### config.mk
export PLATFORM = sky130hd
export DESIGN_NAME = fpnc_top
export DESIGN_NICKNAME = d
export VERILOG_FILES = /design/src/hw/fpnc_pkg.sv /design/src/hw/fpnc_top.sv /design/src/hw/fpnc_ops.sv /design/src/hw/fpnc_pipe.sv /design/src/hw/fpnc_classifier.sv
export SDC_FILE = /design/constraint.sdc
export NUM_CORES = 1
export LEC_CHECK = 0
export BUFFER_PORTS_ARGS = -buffer_cell sky130_fd_sc_hd__buf_2
export CORE_ASPECT_RATIO = 0.8
export CORE_MARGIN = 4
export CORE_UTILIZATION = 58
export DETAILED_ROUTE_END_ITERATION = 7
export PLACE_DENSITY = 0.92
export SLEW_MARGIN = 20
export SYNTH_ARGS = -nofsm -noshare
export SYNTH_HDL_FRONTEND = slang
export SYNTH_SLANG_ARGS = --single-unit
### constraint.sdc
create_clock -name clk_i -period 7.8 [get_ports clk_i]
set_clock_uncertainty 0.2 [all_clocks]
set_input_delay 0.78 -clock clk_i [delete_from_list [all_inputs] [get_ports clk_i]]
set_output_delay 0.78 -clock clk_i [all_outputs]
set_load 0.05 [all_outputs]
### src/hw/fpnc_pkg.sv
// Binary32 non-computational FPU types

package fpnc_pkg;

  // ------------------------------------------------------------------------
  // Format constants
  // ------------------------------------------------------------------------
  localparam int unsigned FP_WIDTH  = 32;
  localparam int unsigned EXP_BITS  = 8;
  localparam int unsigned MAN_BITS  = 23;
  localparam int unsigned TAG_WIDTH = 4;

  typedef logic [EXP_BITS-1:0]  exp_t;
  typedef logic [MAN_BITS-1:0]  man_t;
  typedef logic [TAG_WIDTH-1:0] tag_t;

  // IEEE 754 field layout, sign on top
  typedef struct packed {
    logic sign;
    exp_t exponent;
    man_t mantissa;
  } fp_t;

  // Per-operand class information
  typedef struct packed {
    logic is_normal;
    logic is_subnormal;
    logic is_zero;
    logic is_inf;
    logic is_nan;
    logic is_signalling;
    logic is_quiet;
  } fp_info_t;

  // Exception flags in RISC-V fflags order
  typedef struct packed {
    logic NV;
    logic DZ;
    logic OF;
    logic UF;
    logic NX;
  } status_t;

  // ------------------------------------------------------------------------
  // Operation encodings
  // ------------------------------------------------------------------------
  typedef enum logic [1:0] {
    SGNJ,
    MINMAX,
    CMP,
    CLASSIFY
  } op_e;

  // Sub-operation rides in the rounding-mode field
  typedef enum logic [2:0] {
    RNE = 3'b000,
    RTZ = 3'b001,
    RDN = 3'b010,
    RUP = 3'b011
  } subop_e;

  // One-hot class codes, bit 0 upward
  typedef enum logic [9:0] {
    NEGINF     = 10'b00_0000_0001,
    NEGNORM    = 10'b00_0000_0010,
    NEGSUBNORM = 10'b00_0000_0100,
    NEGZERO    = 10'b00_0000_1000,
    POSZERO    = 10'b00_0001_0000,
    POSSUBNORM = 10'b00_0010_0000,
    POSNORM    = 10'b00_0100_0000,
    POSINF     = 10'b00_1000_0000,
    SNAN       = 10'b01_0000_0000,
    QNAN       = 10'b10_0000_0000
  } classmask_e;

  // ------------------------------------------------------------------------
  // Request and response payloads
  // ------------------------------------------------------------------------
  typedef struct packed {
    fp_t    operand_a;
    fp_t    operand_b;
    subop_e subop;
    op_e    op;
    logic   op_mod;
    tag_t   tag;
  } fpnc_req_t;

  typedef struct packed {
    fp_t        result;
    status_t    status;
    logic       extension_bit;
    classmask_e class_mask;
    logic       is_class;
    tag_t       tag;
  } fpnc_rsp_t;

  // Positive, all-ones exponent, only the quiet bit set
  localparam fp_t QNAN_CANON = '{
    sign:     1'b0,
    exponent: '1,
    mantissa: man_t'(1) << (MAN_BITS - 1)
  };

endpackage
### src/hw/fpnc_top.sv
// Pipelined non-computational FPU

`timescale 1ns/1ps

module fpnc_top import fpnc_pkg::*; #(
  parameter int unsigned NumInpRegs = 1,
  parameter int unsigned NumOutRegs = 1
) (
  input  logic      clk_i,
  input  logic      arst_n_i,
  input  logic      flush_i,
  // Request handshake
  input  fpnc_req_t req_i,
  input  logic      in_valid_i,
  output logic      in_ready_o,
  // Response handshake
  output fpnc_rsp_t rsp_o,
  output logic      out_valid_o,
  input  logic      out_ready_i,
  // Items in flight
  output logic      busy_o
);

  localparam int unsigned ReqWidth = $bits(fpnc_req_t);
  localparam int unsigned RspWidth = $bits(fpnc_rsp_t);

  logic [ReqWidth-1:0] inp_data;
  logic [RspWidth-1:0] out_data;
  fpnc_req_t           ops_req;
  fpnc_rsp_t           ops_rsp;
  logic                mid_valid;
  logic                mid_ready;
  logic                inp_busy;
  logic                out_busy;

  // Request delay ahead of the operation logic
  fpnc_pipe #(
    .DataWidth ( ReqWidth   ),
    .NumRegs   ( NumInpRegs )
  ) u_inp_pipe (
    .clk_i    ( clk_i            ),
    .arst_n_i ( arst_n_i         ),
    .flush_i  ( flush_i          ),
    .data_i   ( ReqWidth'(req_i) ),
    .valid_i  ( in_valid_i       ),
    .ready_o  ( in_ready_o       ),
    .data_o   ( inp_data         ),
    .valid_o  ( mid_valid        ),
    .ready_i  ( mid_ready        ),
    .busy_o   ( inp_busy         )
  );

  assign ops_req = fpnc_req_t'(inp_data);

  // Purely combinational between the two pipes
  fpnc_ops u_ops (
    .req_i ( ops_req ),
    .rsp_o ( ops_rsp )
  );

  // Response delay, valid and ready meet the input pipe directly
  fpnc_pipe #(
    .DataWidth ( RspWidth   ),
    .NumRegs   ( NumOutRegs )
  ) u_out_pipe (
    .clk_i    ( clk_i              ),
    .arst_n_i ( arst_n_i           ),
    .flush_i  ( flush_i            ),
    .data_i   ( RspWidth'(ops_rsp) ),
    .valid_i  ( mid_valid          ),
    .ready_o  ( mid_ready          ),
    .data_o   ( out_data           ),
    .valid_o  ( out_valid_o        ),
    .ready_i  ( out_ready_i        ),
    .busy_o   ( out_busy           )
  );

  assign rsp_o  = fpnc_rsp_t'(out_data);
  assign busy_o = inp_busy | out_busy;

endmodule

### src/hw/fpnc_ops.sv
// Non-computational operation datapath

`timescale 1ns/1ps

module fpnc_ops import fpnc_pkg::*; (
  input  fpnc_req_t req_i,
  output fpnc_rsp_t rsp_o
);

  fp_t      operand_a;
  fp_t      operand_b;
  fp_info_t info_a;
  fp_info_t info_b;

  assign operand_a = req_i.operand_a;
  assign operand_b = req_i.operand_b;

  fpnc_classifier u_classifier (
    .operand_a_i ( operand_a ),
    .operand_b_i ( operand_b ),
    .info_a_o    ( info_a    ),
    .info_b_o    ( info_b    )
  );

  // ------------------------------------------------------------------------
  // Shared relations
  // ------------------------------------------------------------------------
  logic any_nan;
  logic sig_nan;
  logic operands_equal;
  logic a_smaller;

  assign any_nan = info_a.is_nan | info_b.is_nan;
  assign sig_nan = info_a.is_signalling | info_b.is_signalling;
  // +0 and -0 compare equal
  assign operands_equal = (operand_a == operand_b) || (info_a.is_zero && info_b.is_zero);
  // Sign-magnitude order: unsigned compare flips when a sign is set
  assign a_smaller = (operand_a < operand_b) ^ (operand_a.sign || operand_b.sign);

  // ------------------------------------------------------------------------
  // Sign injection
  // ------------------------------------------------------------------------
  fp_t sgnj_result;

  always_comb begin : sign_injection
    sgnj_result = operand_a;
    unique case (req_i.subop)
      RNE:     sgnj_result.sign = operand_b.sign;
      RTZ:     sgnj_result.sign = ~operand_b.sign;
      RDN:     sgnj_result.sign = operand_a.sign ^ operand_b.sign;
      default: sgnj_result      = operand_a;  // RUP, plain move
    endcase
  end

  // ------------------------------------------------------------------------
  // Min and max, quiet NaN handling
  // ------------------------------------------------------------------------
  fp_t  minmax_result;
  logic is_max;

  assign is_max = (req_i.subop == RTZ);

  always_comb begin : min_max
    if (info_a.is_nan && info_b.is_nan) begin
      minmax_result = QNAN_CANON;
    end else if (info_a.is_nan) begin
      minmax_result = operand_b;
    end else if (info_b.is_nan) begin
      minmax_result = operand_a;
    end else begin
      minmax_result = (a_smaller ^ is_max) ? operand_a : operand_b;
    end
  end

  // ------------------------------------------------------------------------
  // Comparisons
  // ------------------------------------------------------------------------
  logic    cmp_bool;
  status_t cmp_status;
  fp_t     cmp_result;

  always_comb begin : comparisons
    cmp_bool   = 1'b0;
    cmp_status = '0;
    // sNaN is always invalid and false
    if (sig_nan) begin
      cmp_status.NV = 1'b1;
    end else begin
      unique case (req_i.subop)
        RNE, RTZ: begin
          // Signalling compares, any NaN is invalid
          if (any_nan) begin
            cmp_status.NV = 1'b1;
          end else if (req_i.subop == RNE) begin
            cmp_bool = (a_smaller | operands_equal) ^ req_i.op_mod;
          end else begin
            cmp_bool = (a_smaller & ~operands_equal) ^ req_i.op_mod;
          end
        end
        RDN: cmp_bool = any_nan ? req_i.op_mod : (operands_equal ^ req_i.op_mod);
        default: cmp_bool = 1'b0;
      endcase
    end
  end

  // Boolean lands in bit 0
  assign cmp_result = '{sign: 1'b0, exponent: '0, mantissa: man_t'(cmp_bool)};

  // ------------------------------------------------------------------------
  // Classification of operand A
  // ------------------------------------------------------------------------
  classmask_e class_mask;

  always_comb begin : classify
    if (info_a.is_normal) begin
      class_mask = operand_a.sign ? NEGNORM : POSNORM;
    end else if (info_a.is_subnormal) begin
      class_mask = operand_a.sign ? NEGSUBNORM : POSSUBNORM;
    end else if (info_a.is_zero) begin
      class_mask = operand_a.sign ? NEGZERO : POSZERO;
    end else if (info_a.is_inf) begin
      class_mask = operand_a.sign ? NEGINF : POSINF;
    end else begin
      class_mask = info_a.is_signalling ? SNAN : QNAN;
    end
    assert ($onehot(class_mask)) else $error("class mask not one-hot: %b", class_mask);
  end

  // ------------------------------------------------------------------------
  // Result selection
  // ------------------------------------------------------------------------
  always_comb begin : select_result
    rsp_o            = '0;
    rsp_o.class_mask = class_mask;
    rsp_o.is_class   = (req_i.op == CLASSIFY);
    rsp_o.tag        = req_i.tag;
    unique case (req_i.op)
      SGNJ: begin
        rsp_o.result        = sgnj_result;
        // Integer sign-extension when op_mod asks for it
        rsp_o.extension_bit = req_i.op_mod ? sgnj_result.sign : 1'b1;
      end
      MINMAX: begin
        rsp_o.result        = minmax_result;
        rsp_o.status.NV     = sig_nan;
        rsp_o.extension_bit = 1'b1;
      end
      CMP: begin
        rsp_o.result        = cmp_result;
        rsp_o.status        = cmp_status;
        rsp_o.extension_bit = 1'b0;
      end
      CLASSIFY: begin
        rsp_o.result        = '0;
        rsp_o.extension_bit = 1'b0;
      end
    endcase
  end

endmodule

### src/hw/fpnc_pipe.sv
// Elastic register pipeline

`timescale 1ns/1ps

module fpnc_pipe #(
  parameter int unsigned DataWidth = 32,
  parameter int unsigned NumRegs   = 1
) (
  input  logic                 clk_i,
  input  logic                 arst_n_i,
  input  logic                 flush_i,
  // Upstream side
  input  logic [DataWidth-1:0] data_i,
  input  logic                 valid_i,
  output logic                 ready_o,
  // Downstream side
  output logic [DataWidth-1:0] data_o,
  output logic                 valid_o,
  input  logic                 ready_i,
  // Any stage holds an item
  output logic                 busy_o
);

  // Index i is the signal after i register stages
  logic [DataWidth-1:0] data_q  [NumRegs+1];
  logic                 valid_q [NumRegs+1];
  // Ready is combinational through every stage
  logic                 ready   [NumRegs+1];

  // Stage 0 is the upstream input itself
  assign data_q[0]  = data_i;
  assign valid_q[0] = valid_i;
  assign ready_o    = ready[0];

  // ------------------------------------------------------------------------
  // Register stages
  // ------------------------------------------------------------------------
  for (genvar i = 0; i < NumRegs; i++) begin : gen_stage
    logic reg_ena;

    // Advance when the next stage drains or only holds a bubble
    assign ready[i] = ready[i+1] | ~valid_q[i+1];

    // Valid bit, flush wins over the handshake
    always_ff @(posedge clk_i or negedge arst_n_i) begin
      if (!arst_n_i) begin
        valid_q[i+1] <= 1'b0;
      end else if (flush_i) begin
        valid_q[i+1] <= 1'b0;
      end else if (ready[i]) begin
        valid_q[i+1] <= valid_q[i];
      end
    end

    // Payload only moves with a real item
    assign reg_ena = ready[i] & valid_q[i];

    always_ff @(posedge clk_i) begin
      if (reg_ena) begin
        data_q[i+1] <= data_q[i];
      end
    end
  end

  // Last stage faces the downstream consumer
  assign ready[NumRegs] = ready_i;
  assign data_o         = data_q[NumRegs];
  assign valid_o        = valid_q[NumRegs];

  // OR of the registered stage valids
  always_comb begin : busy_reduce
    busy_o = 1'b0;
    for (int i = 1; i <= NumRegs; i++) begin
      busy_o = busy_o | valid_q[i];
    end
  end

  // A stalled output item must not change under the consumer
  assert property (@(posedge clk_i) disable iff (!arst_n_i)
    valid_o && !ready_i && !flush_i |=> $stable(data_o))
    else $error("pipe output changed while stalled");

endmodule

### src/hw/fpnc_classifier.sv
// Operand class decoder

`timescale 1ns/1ps

module fpnc_classifier import fpnc_pkg::*; (
  input  fp_t      operand_a_i,
  input  fp_t      operand_b_i,
  output fp_info_t info_a_o,
  output fp_info_t info_b_o
);

  // Decode one operand from its exponent and mantissa fields
  function automatic fp_info_t classify(fp_t op);
    fp_info_t info;
    logic     exp_ones;
    logic     exp_zero;
    logic     man_zero;
    exp_ones = &op.exponent;
    exp_zero = ~|op.exponent;
    man_zero = ~|op.mantissa;
    info.is_normal    = !exp_ones && !exp_zero;
    info.is_subnormal = exp_zero && !man_zero;
    info.is_zero      = exp_zero && man_zero;
    info.is_inf       = exp_ones && man_zero;
    info.is_nan       = exp_ones && !man_zero;
    // Quiet bit is the top of the mantissa
    info.is_signalling = info.is_nan && !op.mantissa[MAN_BITS-1];
    info.is_quiet      = info.is_nan && op.mantissa[MAN_BITS-1];
    return info;
  endfunction

  // Five main categories as a vector for the checks
  function automatic logic [4:0] main_class(fp_info_t info);
    return {info.is_normal, info.is_subnormal, info.is_zero, info.is_inf, info.is_nan};
  endfunction

  // ------------------------------------------------------------------------
  // Both operands share the same decoder
  // ------------------------------------------------------------------------
  always_comb begin : decode
    info_a_o = classify(operand_a_i);
    info_b_o = classify(operand_b_i);
    // Every encoding falls in exactly one category
    assert ($onehot(main_class(info_a_o)))
      else $error("operand A class not unique: %b", main_class(info_a_o));
    assert ($onehot(main_class(info_b_o)))
      else $error("operand B class not unique: %b", main_class(info_b_o));
  end

endmodule

==> reports/metrics.cfg <==
[outcome]
outcome = complete, no violations

[place]
place_ws_ns = 3.890
place_hpwl_um = 9142
numPortBuffers = 130
gpl.final_weighted_congestion = 0.8860

[sta]
worst_slew_pin_slew_ns = 0.9773
post-route-period-util_pct = 50.34
setup_ws_ns = 3.874
timing.fmax_ghz = 0.2547
finalMaxSlewViolations = 0
fin_crit_ns = 3.926
tns_ns = 0
rsz0062_at_grt = false
relSlewSlack_pct = 34.85
setup_violations = 0
hold_violations = 0

[routing]
vias = 4082
vias_per_cell = 5.717
routed_wirelength_um = 13070
remaining_drc_errors = 0
firstDrtPassIters = 5
drtIter0Drc = 394
antenna_left = 0
routedWlPerCell_um = 18.31

[worst_setup_path]
reg2reg_slack_ns = 3.87
critical_path_class = flip-flop to flip-flop
path_cells = inv_1, ha_1, a21oi_1, o21ai_0, a221o_1, o31a_1, or3b_4, a21bo_4, a31oi_4, o21ai_0
arrival_ns = 3.85
crit_path_frequent_cell = o21ai_0
cp.buffers_inverters = 1
critPathMaxStageDelay_ns = 0.68
worst-path-max-fanout = 30
worstPathRequired_ns = 7.73
cp_top_family = compound AO/OA/AOI/OAI gates
slowest_stage = a31oi_4
endpoint_kind = flip-flop
cp-start-kind = flip-flop

[power_and_ir_drop]
power.leakage_nw = 3.047
cellPowerDensity_nw_per_um2 = 265.1
ir_drop_uv = 158.4
power_mw = 1.881

[finish]
drive_gt1_share_pct = 28.21
area_delta_synth_final_pct = 25.63
n_antenna_cell = 0
fin_nets = 702

[synthesis]
ys_seq_area_share_pct = 66.28
synth_cell_types = 45
syn_avg_cell_area_sq_um = 12.81
synthCells = 441
synth_top_area_cell = edfxtp_1
synth_common_cells = edfxtp_1 (123), inv_1 (68), nand2_1 (40)
syn-cell-area_sq_um = 5648
async_flop_share_pct = 1.600
ys.warnings.count = 0
ys_top_cells_by_area = edfxtp_1 (65%), ha_1 (8.2%), inv_1 (4.5%)
synth-edff-count = 123
yosysTopAreaCellShare_pct = 65.40
ys_ff_latch = 125
synth_flop_cell = edfxtp_1
synth.most_common_cell = edfxtp_1

[clock_network]
clockBufferDepth = 2
clock_latency_ns = 0.42
cts_made_buffers = 17
cts_tree = yes
post_cts_buffers = 0
cts.sinks = 125
cts-root-buf = clkbuf_16
htree_levels = 4
clk_pin_slew_worst_paths_ns = 0.06

[die]
dieWidth_um = 118.3
dieArea_sq_um = 11390
start_util_pct = 60.93
rows = 31
core_area_sq_um = 9270
top_level_ports = 135
die_y_um = 96.26

[global_routing]
grt_pass1_vias = 4190
antenna_found_initial = 0
grt_use_total_pct = 23.82
overflow = 0
grt_pass1_wl_um = 20600
grt_max_degree = 75

[run]
max_cap_viol_count = 0

[hold_path]
hold_path.class = flip-flop to flip-flop

## sequential cells by signal (all words and copies together) (netlist names)
name	count
u_inp_pipe.data_o	74
u_out_pipe.data_o	49
u_inp_pipe.busy_o	1
u_out_pipe.busy_o	1
## cell type report
type	instances	area, sq um
Clock inverter	13	220.2
Fill cell	547	2175
Clock buffer	19	432.9
Tap cell	115	143.9
Timing Repair Buffer	133	675.6
Multi-Input combinational cell	241	1624
Inverter	68	255.2
Sequential cell	125	3744
## where the power goes
| part | switching (mW) | internal, mW | total [mW] |
|---|---|---|---|
| clock network | 0.277 | 0.595 | 0.872 |
| logic | 0.134 | 0.0605 | 0.194 |
| registers | 0.0275 | 0.787 | 0.814 |
| total | 0.438 | 1.44 | 1.88 |
## through the flow
step | cells | utilization, % | hold slack [ns] | cell area [sq um]
4_1_cts | 714 | 76.45 | 0.2183 | 7087
6_report | 714 | 76.54 | 0.2203 | 7096
3_5_place_dp | 681 | 69.29 | 0.2056 | 6424
2_1_floorplan | 444 | - | 0.2003 | 5659
3_3_place_gp | 681 | 69.29 | 0.2016 | 6424
5_1_grt | 714 | 76.54 | 0.2270 | 7096
## logic make-up after synthesis
group                    count (synthesis)  share of synthesized area (%)
flip-flops                             125                          66.28
AND/OR/NAND/NOR                        118                          10.35
AO/OA/AOI/OAI                           78                          8.861
buffers and inverters                   78                          5.605
adder cells (fa/ha/maj)                 37                          8.197
XOR/XNOR                                 3                         0.4653
other                                    1                        0.06640
multiplexers                             1                         0.1772
## cells in the final DEF, fill, tap and decap left out, types with 13 or more instances in the layout
cell type  instances
a21oi_1           18
inv_1             68
buf_2            130
nor4_1            16
nor2_1            18
nand2_1           40
ha_1              37
nand4_1           13
clkbuf_16         17
o21ai_0           30
edfxtp_1         123
## path summary, 6_finish.rpt
| kind | from | cells after the start | to |
|---|---|---|---|
| max in group asynchronous | arst_n_i | 2 | u_inp_pipe.busy_o |
| max | u_inp_pipe.data_o[17] | 10 | u_out_pipe.data_o[36] |
| min | u_inp_pipe.data_o[3] | 0 | u_out_pipe.data_o[3] |
| min reg2reg | u_inp_pipe.data_o[3] | 0 | u_out_pipe.data_o[3] |
| max reg2reg | u_inp_pipe.data_o[17] | 10 | u_out_pipe.data_o[36] |
| min in group asynchronous | arst_n_i | 2 | u_out_pipe.busy_o |
## metal layers
layer,share of wire (%),track usage (%),vias to the layer above,wire (um)
met2,49,38.90,252,6348
li1,-,-,1893,-
met4,2.3,12.29,0,296
met3,9.7,7.403,26,1262
met1,39,29.05,1911,5163
met5,0,0,-,0
## what timing repair did
item                      in CTS  in global routing
hold buffers                   1                  0
gates resized for setup        0                  0
hold endpoints to repair       2                  0
No activity file was read; power rests on OpenSTA's default activity.
